`config.mk`:
```
export PLATFORM = sky130hd
export DESIGN_NAME = completion_arbiter
export DESIGN_NICKNAME = d
export VERILOG_FILES = /design/src/source/ex_stage_pkg.sv /design/src/source/completion_arbiter.sv
export VERILOG_INCLUDE_DIRS = /design/src /design/src/include
export SDC_FILE = /design/constraint.sdc
export NUM_CORES = 1
export LEC_CHECK = 0
export ABC_CLOCK_PERIOD_IN_PS = 4500
export BUFFER_PORTS_ARGS = -buffer_cell sky130_fd_sc_hd__buf_2
export CELL_PAD_IN_SITES_DETAIL_PLACEMENT = 0
export CELL_PAD_IN_SITES_GLOBAL_PLACEMENT = 1
export CORE_MARGIN = 8
export CORE_UTILIZATION = 45
export DETAILED_ROUTE_END_ITERATION = 10
export PLACE_DENSITY_LB_ADDON = 0.08
export REMOVE_ABC_BUFFERS = 1
export SYNTH_ARGS = -nofsm -noshare
export SYNTH_HDL_FRONTEND = slang
export SYNTH_SLANG_ARGS = --single-unit
```
`constraint.sdc`:
```
create_clock -name clock -period 4.5 [get_ports clock]
set_clock_uncertainty 0.05 [all_clocks]
set_input_delay 0.45 -clock clock [delete_from_list [all_inputs] [get_ports clock]]
set_output_delay 0.45 -clock clock [all_outputs]
set_load 0.1 [all_outputs]
```
`src/include/ex_stage_config.svh`:
```
/*
 * execute stage configuration
 * datapath width, tag width, multiplier depth and completion queue size
 */
`ifndef EX_STAGE_CONFIG_SVH
`define EX_STAGE_CONFIG_SVH

// datapath
`define XLEN             32
`define TAG_BITS         6   // physical register tag

// multiplier pipe, each stage eats 2*XLEN/MULT_STAGES multiplier bits
`define MULT_STAGES      4

// completion queue entries, keep a power of two
`define COMPLETION_DEPTH 8

`endif

```
`src/source/ex_stage_pkg.sv`:
```
/*
 * execute stage types
 * unit and opcode enums, operand selects, the issue packet
 * and the completion record shared by every unit
 */
`include "ex_stage_config.svh"

package ex_stage_pkg;

	typedef enum logic [1:0] {
		ALU,
		MULT,
		BRANCH
	} exec_unit_t;

	typedef enum logic [3:0] {
		ALU_ADD, ALU_SUB, ALU_AND, ALU_OR, ALU_XOR,
		ALU_SLT, ALU_SLTU, ALU_SLL, ALU_SRL, ALU_SRA
	} alu_func_t;

	typedef enum logic [1:0] {
		MUL, MULH, MULHSU, MULHU
	} mult_func_t;

	typedef enum logic [1:0] {
		OPA_IS_RS1, OPA_IS_NPC, OPA_IS_PC, OPA_IS_ZERO
	} opa_select_t;

	typedef enum logic [2:0] {
		OPB_IS_RS2, OPB_IS_I_IMM, OPB_IS_S_IMM,
		OPB_IS_B_IMM, OPB_IS_U_IMM, OPB_IS_J_IMM
	} opb_select_t;

	// one issued instruction, branch function comes from inst funct3
	typedef struct packed {
		logic                 valid;
		exec_unit_t           unit;
		alu_func_t            alu_func;
		mult_func_t           mult_func;
		opa_select_t          opa_select;
		opb_select_t          opb_select;
		logic                 cond_branch;
		logic                 uncond_branch;
		logic [31:0]          inst;
		logic [`XLEN-1:0]     pc;
		logic [`XLEN-1:0]     npc;
		logic [`XLEN-1:0]     rs1_value;
		logic [`XLEN-1:0]     rs2_value;
		logic [`TAG_BITS-1:0] dest_tag;
	} issue_packet_t;

	typedef struct packed {
		logic                 valid;
		logic [`TAG_BITS-1:0] tag;
		logic [`XLEN-1:0]     value;
	} completion_t;

endpackage

```
`src/source/completion_arbiter.sv`:
```
/*
 * completion arbiter
 * queues unit results in a circular buffer, mult then branch then ALU,
 * and drives one registered completion per cycle
 */
`timescale 1ns/1ps
`include "ex_stage_config.svh"

module completion_arbiter (
	input                             clock,
	input                             reset,
	input  ex_stage_pkg::completion_t mult_done,
	input  ex_stage_pkg::completion_t branch_done,
	input  ex_stage_pkg::completion_t alu_done,
	output ex_stage_pkg::completion_t complete
);
	import ex_stage_pkg::*;

	localparam int DEPTH    = `COMPLETION_DEPTH;
	localparam int PTR_BITS = $clog2(DEPTH);

	completion_t queue [DEPTH];
	completion_t ins   [3];          // push order
	logic [PTR_BITS-1:0] head, tail, tail_next;
	logic [PTR_BITS-1:0] slot [3];
	logic [PTR_BITS:0]   count, level;
	logic [2:0]          accept;
	logic                pop;

	assign ins[0] = mult_done;
	assign ins[1] = branch_done;
	assign ins[2] = alu_done;
	assign pop    = (count != '0);

	//////////////////// push
	// pointers wrap on their own, depth is a power of two
	always_comb begin
		tail_next = tail;
		level     = count;
		accept    = '0;
		for (int i = 0; i < 3; i++) begin
			slot[i] = tail_next;
			if (ins[i].valid && (level < DEPTH)) begin // full drops it
				accept[i] = 1'b1;
				tail_next = tail_next + 1'b1;
				level     = level + 1'b1;
			end
		end
	end

	always_ff @(posedge clock) begin
		for (int i = 0; i < 3; i++)
			if (accept[i])
				queue[slot[i]] <= ins[i];
	end

	//////////////////// pop
	always_ff @(posedge clock) begin
		if (reset) begin
			head           <= '0;
			tail           <= '0;
			count          <= '0;
			complete.valid <= 1'b0;
		end else begin
			head           <= head + PTR_BITS'(pop);
			tail           <= tail_next;
			count          <= level - (PTR_BITS+1)'(pop);
			complete.valid <= pop;
		end
		complete.tag   <= queue[head].tag;
		complete.value <= queue[head].value;
	end

endmodule

```
## Word level (Yosys, flattened, before mapping)

Memories as Yosys holds them, arrays and structs flattened. A register that Yosys moved wholly into a read port is not among the register bits.
Index checks and enable logic that the tools add are counted.

| word-level totals | value |
|---|---|
| memories kept | 1 |
| bits of input ports | 119 |
| register bits | 11 |
| bits in writable memories | 312 |
| word-level logic and storage cells | 35 |
| output and inout port bits | 39 |

Memory list:

| memory | words | width | read ports | clocked after Yosys merged registers in | wr ports | line | text |
|---|---|---|---|---|---|---|---|
| queue | 8 | 39 | 1 | 1 | 3 | completion_arbiter.sv:22 | `completion_t queue [DEPTH];` |

| cells by class | value |
|---|---|
| reductions and logical operators | 4 |
| muxes and demuxes | 15 |
| order comparisons | 3 |
| add/subtract/negate cells | 8 |

Operators by type and width:

| operator | count |
|---|---|
| 4-bit by 1-bit adder with 4-bit output, second input constant | 3 |
| 4-bit < comparator, second input constant | 3 |
| 4-bit two-way mux | 3 |
| 3-bit by 1-bit adder with 3-bit output, second input constant | 3 |
| 1-bit two-way mux | 9 |
| 3-bit two-way mux | 3 |
| 4-bit nonzero test | 1 |
| 4-bit by 1-bit subtractor with 4-bit output | 1 |
| 3-bit by 1-bit adder with 3-bit output | 1 |
| 1-bit logical AND | 3 |

## Depth between registers and ports, before layout

Gate-level depths: netlist of the first run.

| depth | value |
|---|---|
| depth in word-level cells | 11 |
| depth in mapped cells | 13 |
| gate-level depth less buffers | 12 |

## Worst setup path before layout of the first run

Ideal clock, no wire load.

| path | value |
|---|---|
| kind | register to register |
| start | reg tail[1] |
| end | mem queue[0][0] in the netlist's numbering, enable pin |
| cell stages (with the launch flop) | 11 |
| data arrival time | 3.497 ns |
| slack | 0.338 ns |
| path buffers | 2 |
| cell sequence | dfxtp_1 -> ha_1 -> mux2i_4 -> inv_2 -> ha_1 -> xor3_1 -> and3_1 -> o211ai_1 -> buf_2 -> buf_2 -> nand3_1 |

RTL lines:

| what | line | text |
|---|---|---|
| from (decl) | completion_arbiter.sv:24 | `logic [PTR_BITS-1:0] head, tail, tail_next;` |
| from (signal assigned) | completion_arbiter.sv:66 | `tail <= tail_next;` |
| to (decl) | completion_arbiter.sv:22 |  |

==> results.md, run 1 <==
| Step | Quantity | Value |
|:---|:---|:---|
| power | Switching share of power | 0.394 |
| grt | GRT overflow | 0 |
| floorplan | Area of the die | 51700 um^2 |
| cells and area | Total number of nets in the final design | 1887 |
| placement | Setup slack after placement | 506 ps |
| floorplan | I/O pin total | 158 |
| cts | Post-CTS Setup Inserts | 0 |
| floorplan | Starting utilization of the core area | 0.456 |
| cells and area | FF/Latch Area | 10100 um^2 |
| setup path | Combined buffer and inverter count along the critical path | 2 |
| route | Final ANT Viol Nets | 0 |
| floorplan | Die width | 227 um |
| cells and area | Multi-input logic area | 8940 um^2 |
| worst hold path | Worst hold path class | input pin to register |
| flow run | Max-cap violation count | 0 |
| placement | Sum of net half-perimeters after detailed placement | 34.6 mm |
| setup path | Dominant delay contributor by cell family on the critical path | buffers and inverters |
| logic synthesis | Area contributors post-synth | sky130_fd_sc_hd__edfxtp_1, sky130_fd_sc_hd__mux2i_1, sky130_fd_sc_hd__mux4_2 |
| grt | Vias in the first global route | 13800 |
| cells and area | Layout cells sized above 1 | 0.228 |
| power | Psw | 6.11 mW |
| logic synthesis | Ys Warns | 0 |
| setup path | Worst setup path class | register to register |
| logic synthesis | Complex-gate fraction of the synthesized area | 0.0844 |
| logic synthesis | Synthesized instance count | 1746 |
| sta | Relative slew slack | 0.307 |
| floorplan | Die extent in y | 227 um |
| sta | Post-Route Hold Slack | 162 ps |
| logic synthesis | Dominant combinational cell family by area after synthesis | multiplexers |
| placement | Total placed cells including tap cells | 2306 |
| route | Count of vias placed by the detailed router | 13600 |
| sta | Share of the clock period used by the worst path | 0.842 |
| grt | Overall fraction of global-route tracks in use | 0.222 |
| logic synthesis | Commonest cells in the synthesized netlist | sky130_fd_sc_hd__mux2i_1, sky130_fd_sc_hd__edfxtp_1, sky130_fd_sc_hd__nor2_1 |
| route | Drt via density | 5.68 |
| setup path | Worst R2R Path Depth | 9 |
| cts | TritonCTS clock tree | built |
| power | Clock power share | 0.210 |
| cells and area | Non-Filler Instances | 2385 |
| cts | TritonCTS sink count | 353 |
| cts | Post-CTS sizing | 0 |
| route | Remaining design rule violation count | 0 |
| cts | Clock edge transition at the registers on the reported setup and hold paths | 50 ps |
| sta | Final-report setup violation count | 0 |
| run status | Outcome | completed |
| logic synthesis | Synthesized area per cell | 11.5 um^2 |
| cts | Cts-stage hold buffer count | 0 |
| cts | Max Root-Sink Buffers | 3 |
| placement | Final weighted congestion in routability-driven placement | 0.776 |
| cts | Cell at the root of the clock tree | sky130_fd_sc_hd__clkbuf_16 |
| route | Routed Wire Length | 57.8 mm |
| setup path | Worst path arrival time | 4020 ps |
| route | Drt wl/cell | 24.2 um |
| sta | Min Tclk post-route | 3790 ps |
| sta | Worst-margin pin slew | 1040 ps |
| sta | Setup repair after global routing missed its margin | no |
| setup path | CP Capture Type | register |
| power | Part of the total power dissipated in combinational logic | 0.425 |
| grt | Number of antenna violations at the first check in global routing | 3 |
| floorplan | Area of the core region | 44100 um^2 |
| logic synthesis | Flops & latches, synth | 353 |
| sta | Final worst setup slack | 712 ps |
| logic synthesis | Post-synthesis share of cell area spent on xor and xnor gates | 0.00809 |
| route | Detailed Routing Iterations Pass 1 | 7 |
| logic synthesis | Share of the synthesized area in the top cell type | 0.454 |
| logic synthesis | Leading register cell type out of synthesis | sky130_fd_sc_hd__edfxtp_1 |
| power | Relative contribution of sequential cells to total power | 0.366 |
| cells and area | Count of fill cells added during filler insertion | 3948 |
| logic synthesis | Async S/R FF share, synth | 0 |
| logic synthesis | Post-Synth Simple-Gate Area | 0.0772 |
| logic synthesis | Count of cell types in the netlist | 50 |
| sta | Timing-limited maximum frequency | 0.264 GHz |
| route | Violation count after the first detailed-routing iteration | 1036 |
| floorplan | Core Rows | 77 |
| setup path | CP Data Required Time | 4730 ps |
| setup path | Standard cell with the maximum stage delay on the critical path | sky130_fd_sc_hd__o211ai_1 |
| setup path | Depth of the critical timing path with buffers and inverters included | 9 |
| placement | Port Buffer Count | 157 |
| sta | Number of failing hold endpoints at the final stage | 0 |
| logic synthesis | Syn Std Cell Area | 20100 um^2 |
| cts | Clock Latency Late Sink | 560 ps |
| setup path | Setup crit start kind | register |
| cts | H-tree lvl count | 2 |
| worst hold path | Number of cells on the worst hold path | 2 |
| setup path | Critical path fanouts, max | 40 |
| logic synthesis | Most common cell in the netlist | sky130_fd_sc_hd__mux2i_1 |
| logic synthesis | Post-synthesis cell type with the largest combined area | sky130_fd_sc_hd__edfxtp_1 |
| setup path | Cell breakdown of the critical path | nor2b_4 > mux2i_4 > inv_2 > ha_1 > xor3_1 > nor3_1 > o211ai_1 > buf_4 > a21oi_1 |
| power | Worst vdd rail ir drop | 398 uV |
| power | Cell leakage power | 7.62 nW |
| logic synthesis | Post-synth EDFFs | 304 |
| logic synthesis | Proportion of synthesized chip area in sequential cells | 0.503 |
| logic synthesis | Arithmetic-cell share of the synthesized area counting full adders, half adders and majority gates | 0.00684 |
| grt | Pin count of the biggest net entering global routing | 77 |
| cts | CTS Buf Count | 41 |
| sta | Final Max Tran Viols | 0 |
| power | Internal cell power | 9.42 mW |
| grt | First-pass GRT wire length | 86.4 mm |
| cells and area | Post-synthesis to final-layout area growth | 11.6% |
| logic synthesis | Mux share of post-synthesis cell area | 0.263 |
| cells and area | Share of the core filled with cells | 0.509 |
| setup path | Slowest stage delay, CP | 550 ps |
| power | Pwr/cell area | 692 nW/um^2 |
## layout make-up
| type | count | share of cell area |
|---|---|---|
| Clock buffer | 66 | 0.0545 |
| Timing Repair Buffer | 207 | 0.0584 |
| Inverter | 6 | 0.00100 |
| Antenna cell | 3 | 0.000335 |
| Tap cell | 592 | 0.0330 |
| Multi-Input combinational cell | 1148 | 0.399 |
| Sequential cell | 353 | 0.451 |
| Clock inverter | 10 | 0.00323 |
## layer usage
layer | vias to the layer above | global-route usage | wire length (um)
li1 | 6383 | - | -
met4 | 2 | 0.0559 | 1240
met1 | 6696 | 0.306 | 26000
met3 | 78 | 0.0367 | 3190
met2 | 399 | 0.363 | 27400
met5 | - | 0 | 13
## registers in the layout, summed over array words and instances, names as in the netlist
name      count
tail          3
complete     39
head          3
count         4
queue       304
## power groups by stage
stage	clock network (mW)	logic, mW	registers, mW
finish	3.26	6.60	5.68
global route	3.44	7.03	5.80
CTS	3.33	6.66	5.70
detailed placement	0	6.64	5.76
global placement	0	6.60	5.72
floorplan	0	3.47	7.06
## path summary, 6_finish.rpt
kind                       end      from  slack [ps]
hold reg to reg   complete[38]  count[2]         560
setup / recovery  queue[7][31]  count[3]         710
hold / removal        count[2]     reset         160
setup reg to reg  queue[7][31]  count[3]         710
## logic make-up (layout without fill, tap and decap cells)
| logic type | count (synthesis) | count (layout) |
|---|---|---|
| other | 0 | 3 |
| adders and majority gates | 11 | 11 |
| and+or+nand+nor | 373 | 373 |
| xor gates and xnor gates | 16 | 16 |
| DFF | 353 | 353 |
| buffers and inverters | 245 | 289 |
| AOI/OAI and AO/OA | 324 | 324 |
| muxes | 424 | 424 |
## worst reg2reg max path, stage by stage (launching register included)
cell and delay, ps:
sky130_fd_sc_hd__dfxtp_1 380, sky130_fd_sc_hd__nor2b_4 310, sky130_fd_sc_hd__mux2i_4 470, sky130_fd_sc_hd__inv_2 190, sky130_fd_sc_hd__ha_1 260, sky130_fd_sc_hd__xor3_1 480
sky130_fd_sc_hd__nor3_1 120, sky130_fd_sc_hd__o211ai_1 550, sky130_fd_sc_hd__buf_4 540, sky130_fd_sc_hd__a21oi_1 150
## stage by stage
step	power, mW	instance area, um^2	TNS, ps
6_report	15.5	22400	0
3_3_place_gp	12.3	21100	0
3_5_place_dp	12.4	21100	0
2_1_floorplan	10.5	19000	-1089840
4_1_cts	15.7	22400	0
5_1_grt	16.3	22400	0
## layout by cell type, fill, tap and decap left out, types with 6 or more instances in the layout
cell / instances
sky130_fd_sc_hd__nand2_1: 84
sky130_fd_sc_hd__xnor2_1: 13
sky130_fd_sc_hd__o21ai_0: 58
sky130_fd_sc_hd__clkbuf_1: 17
sky130_fd_sc_hd__mux2_2: 39
sky130_fd_sc_hd__ha_1: 11
sky130_fd_sc_hd__mux4_2: 77
sky130_fd_sc_hd__buf_2: 157
sky130_fd_sc_hd__clkbuf_16: 43
sky130_fd_sc_hd__clkbuf_8: 6
sky130_fd_sc_hd__dfxtp_1: 46
sky130_fd_sc_hd__edfxtp_1: 304
sky130_fd_sc_hd__buf_4: 38
sky130_fd_sc_hd__nor2_1: 246
sky130_fd_sc_hd__o21ai_1: 19
sky130_fd_sc_hd__mux2i_1: 305
sky130_fd_sc_hd__a21oi_1: 230
sky130_fd_sc_hd__nor4_4: 6
sky130_fd_sc_hd__nor3_1: 9
sky130_fd_sc_hd__buf_12: 12
No activity file was read; power rests on OpenSTA's default activity.
==> run 2: changes to the inputs <==
ABC_CLOCK_PERIOD_IN_PS = 3400   (was 4500)
clock period = 3.4 ns   (was 4.5 ns; I/O delays follow)
==> run 2 against run 1 <==
Critical path depth unchanged; worst hold slack got worse by 110 ps; combinational power increased by 38%; routed wire length about the same; fmax increased by 18%.
==> results.md, run 2 (synthesis gave the netlist of run 1 again) <==
| Step | Quantity | Value | vs previous |
|:---|:---|:---|:---|
| run status | Outcome | completed |  |
| floorplan | Core Rows | 77 | unchanged |
| sta | Final Max Tran Viols | 0 | unchanged |
| power | Design Power | 21.3 mW | +37% |
| placement | Setup slack after placement | 160 ps | -345 ps |
| cells and area | Max reg flops | 304 | unchanged |
| cts | Cts-stage hold buffer count | 0 | unchanged |
| grt | Overall fraction of global-route tracks in use | 0.224 | +0.00231 |
| cts | Post-CTS Setup Inserts | 0 | unchanged |
| grt | First-pass GRT wire length | 88.0 mm | +1.8% |
| grt | GRT overflow | 0 | unchanged |
| route | Drt wl/cell | 24.0 um | -0.97% |
| placement | Final weighted congestion in routability-driven placement | 0.813 | +4.7% |
| sta | Final worst setup slack | 177 ps | -535 ps |
| sta | Relative slew slack | 0.486 | +0.179 |
| cts | TritonCTS sink count | 353 | unchanged |
| cts | Post-CTS sizing | 0 | unchanged |
| floorplan | Die extent in y | 227 um | unchanged |
| floorplan | Die width | 227 um | unchanged |
| cts | CTS Buf Count | 42 | +2.4% |
| setup path | Worst setup path class | register to register |  |
| setup path | CP Capture Type | register |  |
| cells and area | Post-synthesis to final-layout area growth | 14.1% |  |
| cts | Clock Latency Late Sink | 570 ps | about the same |
| floorplan | Area of the core region | 44100 um^2 | unchanged |
| sta | Number of failing hold endpoints at the final stage | 0 | unchanged |
| sta | Timing-limited maximum frequency | 0.310 GHz | +18% |
| route | Routed Wire Length | 57.8 mm | about the same |
| cts | TritonCTS clock tree | built |  |
| placement | Sum of net half-perimeters after detailed placement | 35.9 mm | +3.7% |
| floorplan | Starting utilization of the core area | 0.456 | unchanged |
| floorplan | Area of the die | 51700 um^2 | unchanged |
| route | Count of vias placed by the detailed router | 13700 | +0.69% |
| cts | Cell at the root of the clock tree | sky130_fd_sc_hd__clkbuf_16 |  |
| sta | Worst-margin pin slew | 771 ps | -269 ps |
| route | Detailed Routing Iterations Pass 1 | 7 | unchanged |
| power | Cell leakage power | 7.86 nW | +3.3% |
| grt | Pin count of the biggest net entering global routing | 77 | unchanged |
| floorplan | I/O pin total | 158 | unchanged |
| sta | Share of the clock period used by the worst path | 0.948 | +0.106 |
| sta | Post-Route Hold Slack | 52.7 ps | -109 ps |
| placement | Total placed cells including tap cells | 2330 | +1.0% |
| cts | H-tree lvl count | 2 | unchanged |
| grt | Number of antenna violations at the first check in global routing | 5 | +2 |
| setup path | Critical path fanouts, max | 17 | -57% |
| cts | Max Root-Sink Buffers | 3 | unchanged |
| cells and area | Non-Filler Instances | 2408 | +0.96% |
| cells and area | Total number of nets in the final design | 1912 | +1.3% |
| power | Pwr/cell area | 928 nW/um^2 | +34% |
| cells and area | Count of fill cells added during filler insertion | 3852 | -2.4% |
| sta | Aggregate negative setup slack | 0 ps | unchanged |
| sta | Setup repair after global routing missed its margin | no |  |
| route | Drt via density | 5.67 | -0.27% |
| route | Remaining design rule violation count | 0 | unchanged |
| flow run | Max-cap violation count | 0 | unchanged |
| sta | Final-report setup violation count | 0 | unchanged |
| route | Violation count after the first detailed-routing iteration | 1058 | +2.1% |
| placement | Port Buffer Count | 157 | unchanged |
| power | Worst vdd rail ir drop | 548 uV | +38% |
| cells and area | Layout cells sized above 1 | 0.243 | +0.0141 |
| setup path | Setup crit start kind | register |  |
| worst hold path | Worst hold path class | input pin to register |  |
| cells and area | Most common library cell in the layout ignoring fill and taps | sky130_fd_sc_hd__mux2i_1 |  |
| route | Final ANT Viol Nets | 0 | unchanged |
| setup path | CP Data Required Time | 3640 ps | -1090 ps |
| grt | Vias in the first global route | 14000 | +2.0% |
| sta | Min Tclk post-route | 3220 ps | -565 ps |
| cts | Clock edge transition at the registers on the reported setup and hold paths | 60 ps | about the same |
| setup path | Worst path arrival time | 3470 ps | -550 ps |
| cells and area | Commonest cells after routing, fill and taps aside | sky130_fd_sc_hd__mux2i_1, sky130_fd_sc_hd__edfxtp_1, sky130_fd_sc_hd__nor2_1, sky130_fd_sc_hd__a21oi_1, sky130_fd_sc_hd__buf_2 |  |
[run 2: final timing paths]
path,endpoint,start,slack (ps),cells past startpoint
max,queue[3][11],tail[0],180,9
min,count[1],reset,50,2
max reg2reg,queue[3][11],tail[0],180,9
min reg2reg,complete[38],count[2],570,2
[run 2: report_power, final]
part / internal (mW) / total [mW] / switching [mW] / leakage (nW)
combinational: 3.30 / 9.14 / 5.84 / 3.95
clock: 2.91 / 4.76 / 1.85 / 0.703
sequential: 6.87 / 7.41 / 0.538 / 3.21
total: 13.1 / 21.3 / 8.23 / 7.86
[run 2: per-layer routing]
layer / global-route usage / routed length, um / up-vias
met5: 0 / 0 / -
met4: 0.0536 / 1120 / 0
met3: 0.0435 / 3300 / 84
met2: 0.374 / 27600 / 395
met1: 0.300 / 25700 / 6746
li1: - / - / 6427
[run 2: layout make-up]
type	count	area, um^2	share of cell area
clock inverters	21	283	0.0123
diodes	2	5.00	0.000218
inverters	6	22.5	0.000981
repair buffers	231	1690	0.0737
well taps	592	741	0.0323
multi-input cells	1148	8940	0.390
clock buffers	55	1150	0.0501
flip-flops and latches	353	10100	0.441
[run 2: stage by stage]
step           instance area [um^2]   util
3_3_place_gp                  21500  0.488
5_1_grt                       23000  0.520
6_report                      23000  0.520
2_1_floorplan                 19000      -
4_1_cts                       23000  0.520
3_5_place_dp                  21500  0.488
[run 2: critical path, cell delays in order, from the launching register on]
cell                      delay [ps]
sky130_fd_sc_hd__dfxtp_1         440
sky130_fd_sc_hd__ha_1            300
sky130_fd_sc_hd__mux2i_4         160
sky130_fd_sc_hd__inv_2            50
sky130_fd_sc_hd__ha_1            210
sky130_fd_sc_hd__xor3_1          430
sky130_fd_sc_hd__and3_1          260
sky130_fd_sc_hd__o211a_4         260
sky130_fd_sc_hd__or3_2           530
sky130_fd_sc_hd__buf_4           260
==> run 3: changes to the inputs <==
ABC_AREA = 1   (was default)
BUFFER_PORTS_ARGS = default   (was -buffer_cell sky130_fd_sc_hd__buf_2)
CORE_UTILIZATION = 44   (was 45)
DONT_BUFFER_PORTS = 1   (was default)
==> run 3 against run 2 <==
Die area about the same; via count increased by 25%; highest routed layer is now met5; worst hold slack got worse by 33 ps; sequential cell count unchanged; largest power group is now sequential cells; total power increased by 4.5%; clock power decreased by 7.8%; combinational power decreased by 6.7%; sequential share of layout area increased by 1.9 points; cell count increased by 20%.
==> results.md, run 3 <==
| Step | Quantity | Value | vs previous |
|:---|:---|:---|:---|
| route | Remaining design rule violation count | 0 | unchanged |
| power | Design Power | 22.3 mW | +4.5% |
| power | Worst vdd rail ir drop | 611 uV | +12% |
| cts | Max Root-Sink Buffers | 3 | unchanged |
| logic synthesis | Syn Std Cell Area | 19700 um^2 | -2.2% |
| power | Part of the total power dissipated in combinational logic | 0.383 | -0.046 |
| floorplan | Area of the core region | 44200 um^2 | +0.22% |
| grt | Number of antenna violations at the first check in global routing | 2 | -3 |
| logic synthesis | Most common cell in the netlist | sky130_fd_sc_hd__nand2_1 |  |
| worst hold path | Worst hold path class | input pin to register |  |
| floorplan | Die width | 227 um | about the same |
| floorplan | Area of the die | 51700 um^2 | about the same |
| cells and area | Layout cells sized above 1 | 0.0685 | -0.174 |
| sta | Min Tclk post-route | 2940 ps | -283 ps |
| setup path | Crit. Startpoint | count[0] |  |
| grt | Pin count of the biggest net entering global routing | 78 | +1.3% |
| cts | Clock edge transition at the registers on the reported setup and hold paths | 60 ps | about the same |
| cts | H-tree lvl count | 2 | unchanged |
| setup path | Worst path arrival time | 3070 ps | -400 ps |
| logic synthesis | Area contributors post-synth | sky130_fd_sc_hd__edfxtp_1, sky130_fd_sc_hd__o21ai_0, sky130_fd_sc_hd__o211ai_1 |  |
| floorplan | Starting utilization of the core area | 0.445 | -0.0108 |
| cts | Clock Latency Late Sink | 560 ps | about the same |
| sta | Relative slew slack | 0.219 | -0.266 |
| logic synthesis | Leading register cell type out of synthesis | sky130_fd_sc_hd__edfxtp_1 |  |
| sta | Worst-margin pin slew | 1170 ps | +400 ps |
| run status | Outcome | completed |  |
| power | Cell leakage power | 8.56 nW | +8.8% |
| logic synthesis | Count of cell types in the netlist | 34 | -32% |
| cts | TritonCTS sink count | 353 | unchanged |
| logic synthesis | Commonest cells in the synthesized netlist | sky130_fd_sc_hd__nand2_1, sky130_fd_sc_hd__o21ai_0, sky130_fd_sc_hd__edfxtp_1 |  |
| cts | Cell at the root of the clock tree | sky130_fd_sc_hd__clkbuf_16 |  |
| setup path | Worst setup path class | register to register |  |
| placement | Final weighted congestion in routability-driven placement | 0.807 | -0.66% |
| logic synthesis | Synthesized area per cell | 8.53 um^2 | -26% |
| route | Routed Wire Length | 67.0 mm | +16% |
| worst hold path | Min-delay src | branch_done[24] |  |
| power | Switching share of power | 0.450 | +0.0643 |
| setup path | CP Data Required Time | 3530 ps | -110 ps |
| logic synthesis | Proportion of synthesized chip area in sequential cells | 0.514 | +0.0111 |
| setup path | Critical path fanouts, max | 38 | +21 |
| setup path | RR Startpoint | count[0] |  |
| sta | Timing-limited maximum frequency | 0.340 GHz | +9.6% |
| placement | Total placed cells including tap cells | 2767 | +19% |
| logic synthesis | Synthesized instance count | 2306 | +32% |
| power | Pwr/cell area | 1010 nW/um^2 | +9.2% |
| cells and area | Commonest cells after routing, fill and taps aside | sky130_fd_sc_hd__nand2_1, sky130_fd_sc_hd__o21ai_0, sky130_fd_sc_hd__edfxtp_1, sky130_fd_sc_hd__nor2_1, sky130_fd_sc_hd__o211ai_1 |  |
| sta | Number of failing hold endpoints at the final stage | 0 | unchanged |
| placement | Area post-placement | 20300 um^2 | -5.7% |
| route | Detailed Routing Iterations Pass 1 | 5 | -2 |
| power | Clock power share | 0.197 | -0.026 |
| cells and area | Most common library cell in the layout ignoring fill and taps | sky130_fd_sc_hd__nand2_1 |  |
| logic synthesis | Post-synth EDFFs | 304 | unchanged |
| cts | Post-CTS Setup Inserts | 0 | unchanged |
| placement | Sum of net half-perimeters after detailed placement | 37.8 mm | +5.4% |
| floorplan | I/O pin total | 158 | unchanged |
| route | Drt via density | 5.91 | +4.3% |
| sta | Setup repair after global routing missed its margin | no |  |
| cells and area | Total number of nets in the final design | 2389 | +25% |
| power | Internal cell power | 12.2 mW | -6.4% |
| sta | Share of the clock period used by the worst path | 0.865 | -0.0831 |
| setup path | CP Capture Type | register |  |
| logic synthesis | Flops & latches, synth | 353 | unchanged |
| route | Final ANT Viol Nets | 0 | unchanged |
| grt | Vias in the first global route | 16100 | +15% |
| sta | Final-report setup violation count | 0 | unchanged |
| power | Psw | 10.0 mW | +22% |
| setup path | Setup crit start kind | register |  |
| cells and area | Antenna Cells | 0 | -2 |
| cells and area | Non-Filler Instances | 2884 | +20% |
| route | Violation count after the first detailed-routing iteration | 1446 | +37% |
| setup path | FF-to-FF setup slack | 460 ps | +280 ps |
| flow run | Max-cap violation count | 0 | unchanged |
| floorplan | Die extent in y | 227 um | about the same |
| sta | Final Max Tran Viols | 0 | unchanged |
| cells and area | Max reg flops | 304 | unchanged |
| cts | TritonCTS clock tree | built |  |
| logic synthesis | Share of the synthesized area in the top cell type | 0.464 | +0.0100 |
| cells and area | Fin area | 22000 um^2 | -4.2% |
| placement | Port Buffer Count | 0 | -100% |
| power | Relative contribution of sequential cells to total power | 0.420 | +0.072 |
| cts | CTS Buf Count | 42 | unchanged |
| cells and area | Count of fill cells added during filler insertion | 4189 | +8.7% |
| floorplan | Core Rows | 77 | unchanged |
| logic synthesis | Ys Warns | 0 | unchanged |
| grt | First-pass GRT wire length | 99.8 mm | +13% |
| cells and area | Post-synthesis to final-layout area growth | 11.7% |  |
| sta | Post-Route Hold Slack | 19.7 ps | -33.0 ps |
| logic synthesis | Async S/R FF share, synth | 0 | unchanged |
| route | Drt wl/cell | 23.2 um | -3.2% |
| grt | Overall fraction of global-route tracks in use | 0.255 | +0.0309 |
| grt | GRT overflow | 0 | unchanged |
| logic synthesis | Post-synthesis cell type with the largest combined area | sky130_fd_sc_hd__edfxtp_1 |  |
| route | Count of vias placed by the detailed router | 17100 | +25% |
| sta | Aggregate negative setup slack | 0 ps | unchanged |
-- run 3: cell count changes after synthesis, sizes merged, moves of 37 or more --
cell / before / now
o22ai: 0 / 38
mux2: 40 / 0
a31oi: 2 / 39
nand2: 89 / 433
nor2: 246 / 294
o211ai: 6 / 229
inv: 6 / 146
buf: 137 / 59
mux4: 77 / 0
mux2i: 307 / 0
o21ai: 77 / 540
a21oi: 230 / 3
-- run 3: cell families after synthesis --
kind of cell             after synthesis  synth area share
buffers and inverters                331            0.0739
adder cells (fa/ha/maj)               11           0.00699
XOR/XNOR                               4           0.00178
AO/OA/AOI/OAI                        850             0.251
flip-flops                           353             0.514
AND/OR/NAND/NOR                      757             0.153
-- run 3: routing by layer --
metal / vias up / global-route usage / part of all wire
met5: - / 0 / 0.00019
met4: 2 / 0.0739 / 0.025
met3: 113 / 0.0477 / 0.074
met2: 656 / 0.423 / 0.48
met1: 8177 / 0.339 / 0.43
li1: 8103 / - / -
-- run 3: power by group through the flow --
stage,clock [mW],combinational [mW],sequential [mW]
3_3_place_gp,0,8.32,9.41
2_1_floorplan,0,4.99,9.53
5_1_grt,4.63,9.43,9.49
3_5_place_dp,0,8.44,9.44
4_1_cts,4.46,8.54,9.37
6_report,4.39,8.53,9.35
-- run 3: cell type report --
type                            count  area [um^2]  share of cell area
Timing Repair Buffer               94         1080              0.0492
Clock inverter                     19          164             0.00746
Clock buffer                       58         1130              0.0515
Tap cell                          592          741              0.0337
Multi-Input combinational cell   1622         8200               0.373
Inverter                          146          551              0.0250
Sequential cell                   353        10100               0.460
-- run 3: timing repair --
item / CTS / global route
hold buffers: 39 / 1
endpoints found under the hold margin: 235 / 1
gates resized for setup: 0 / 0
-- run 3: worst paths after layout --
kind / end / cells past startpoint
max: queue[6][21] / 11
min: queue[1][24] / 2
max reg2reg: queue[6][21] / 11
min reg2reg: head[2] / 2
-- run 3: through the flow --
step	util	worst slack, ps
final	0.497	460
after global routing	0.497	248
after CTS	0.497	461
after detailed placement	0.459	479
after global placement	0.459	535
after floorplan	-	-2620
-- run 3: worst max-delay path, stage by stage (launching register included) --
cell	delay, ps
sky130_fd_sc_hd__dfxtp_1	400
sky130_fd_sc_hd__inv_1	80
sky130_fd_sc_hd__ha_1	290
sky130_fd_sc_hd__nand2_1	60
sky130_fd_sc_hd__o21ai_1	90
sky130_fd_sc_hd__and2_1	170
sky130_fd_sc_hd__nand2_2	100
sky130_fd_sc_hd__nand3_4	160
sky130_fd_sc_hd__nor2_4	240
sky130_fd_sc_hd__nand3_2	120
sky130_fd_sc_hd__o311ai_2	90
sky130_fd_sc_hd__buf_4	690
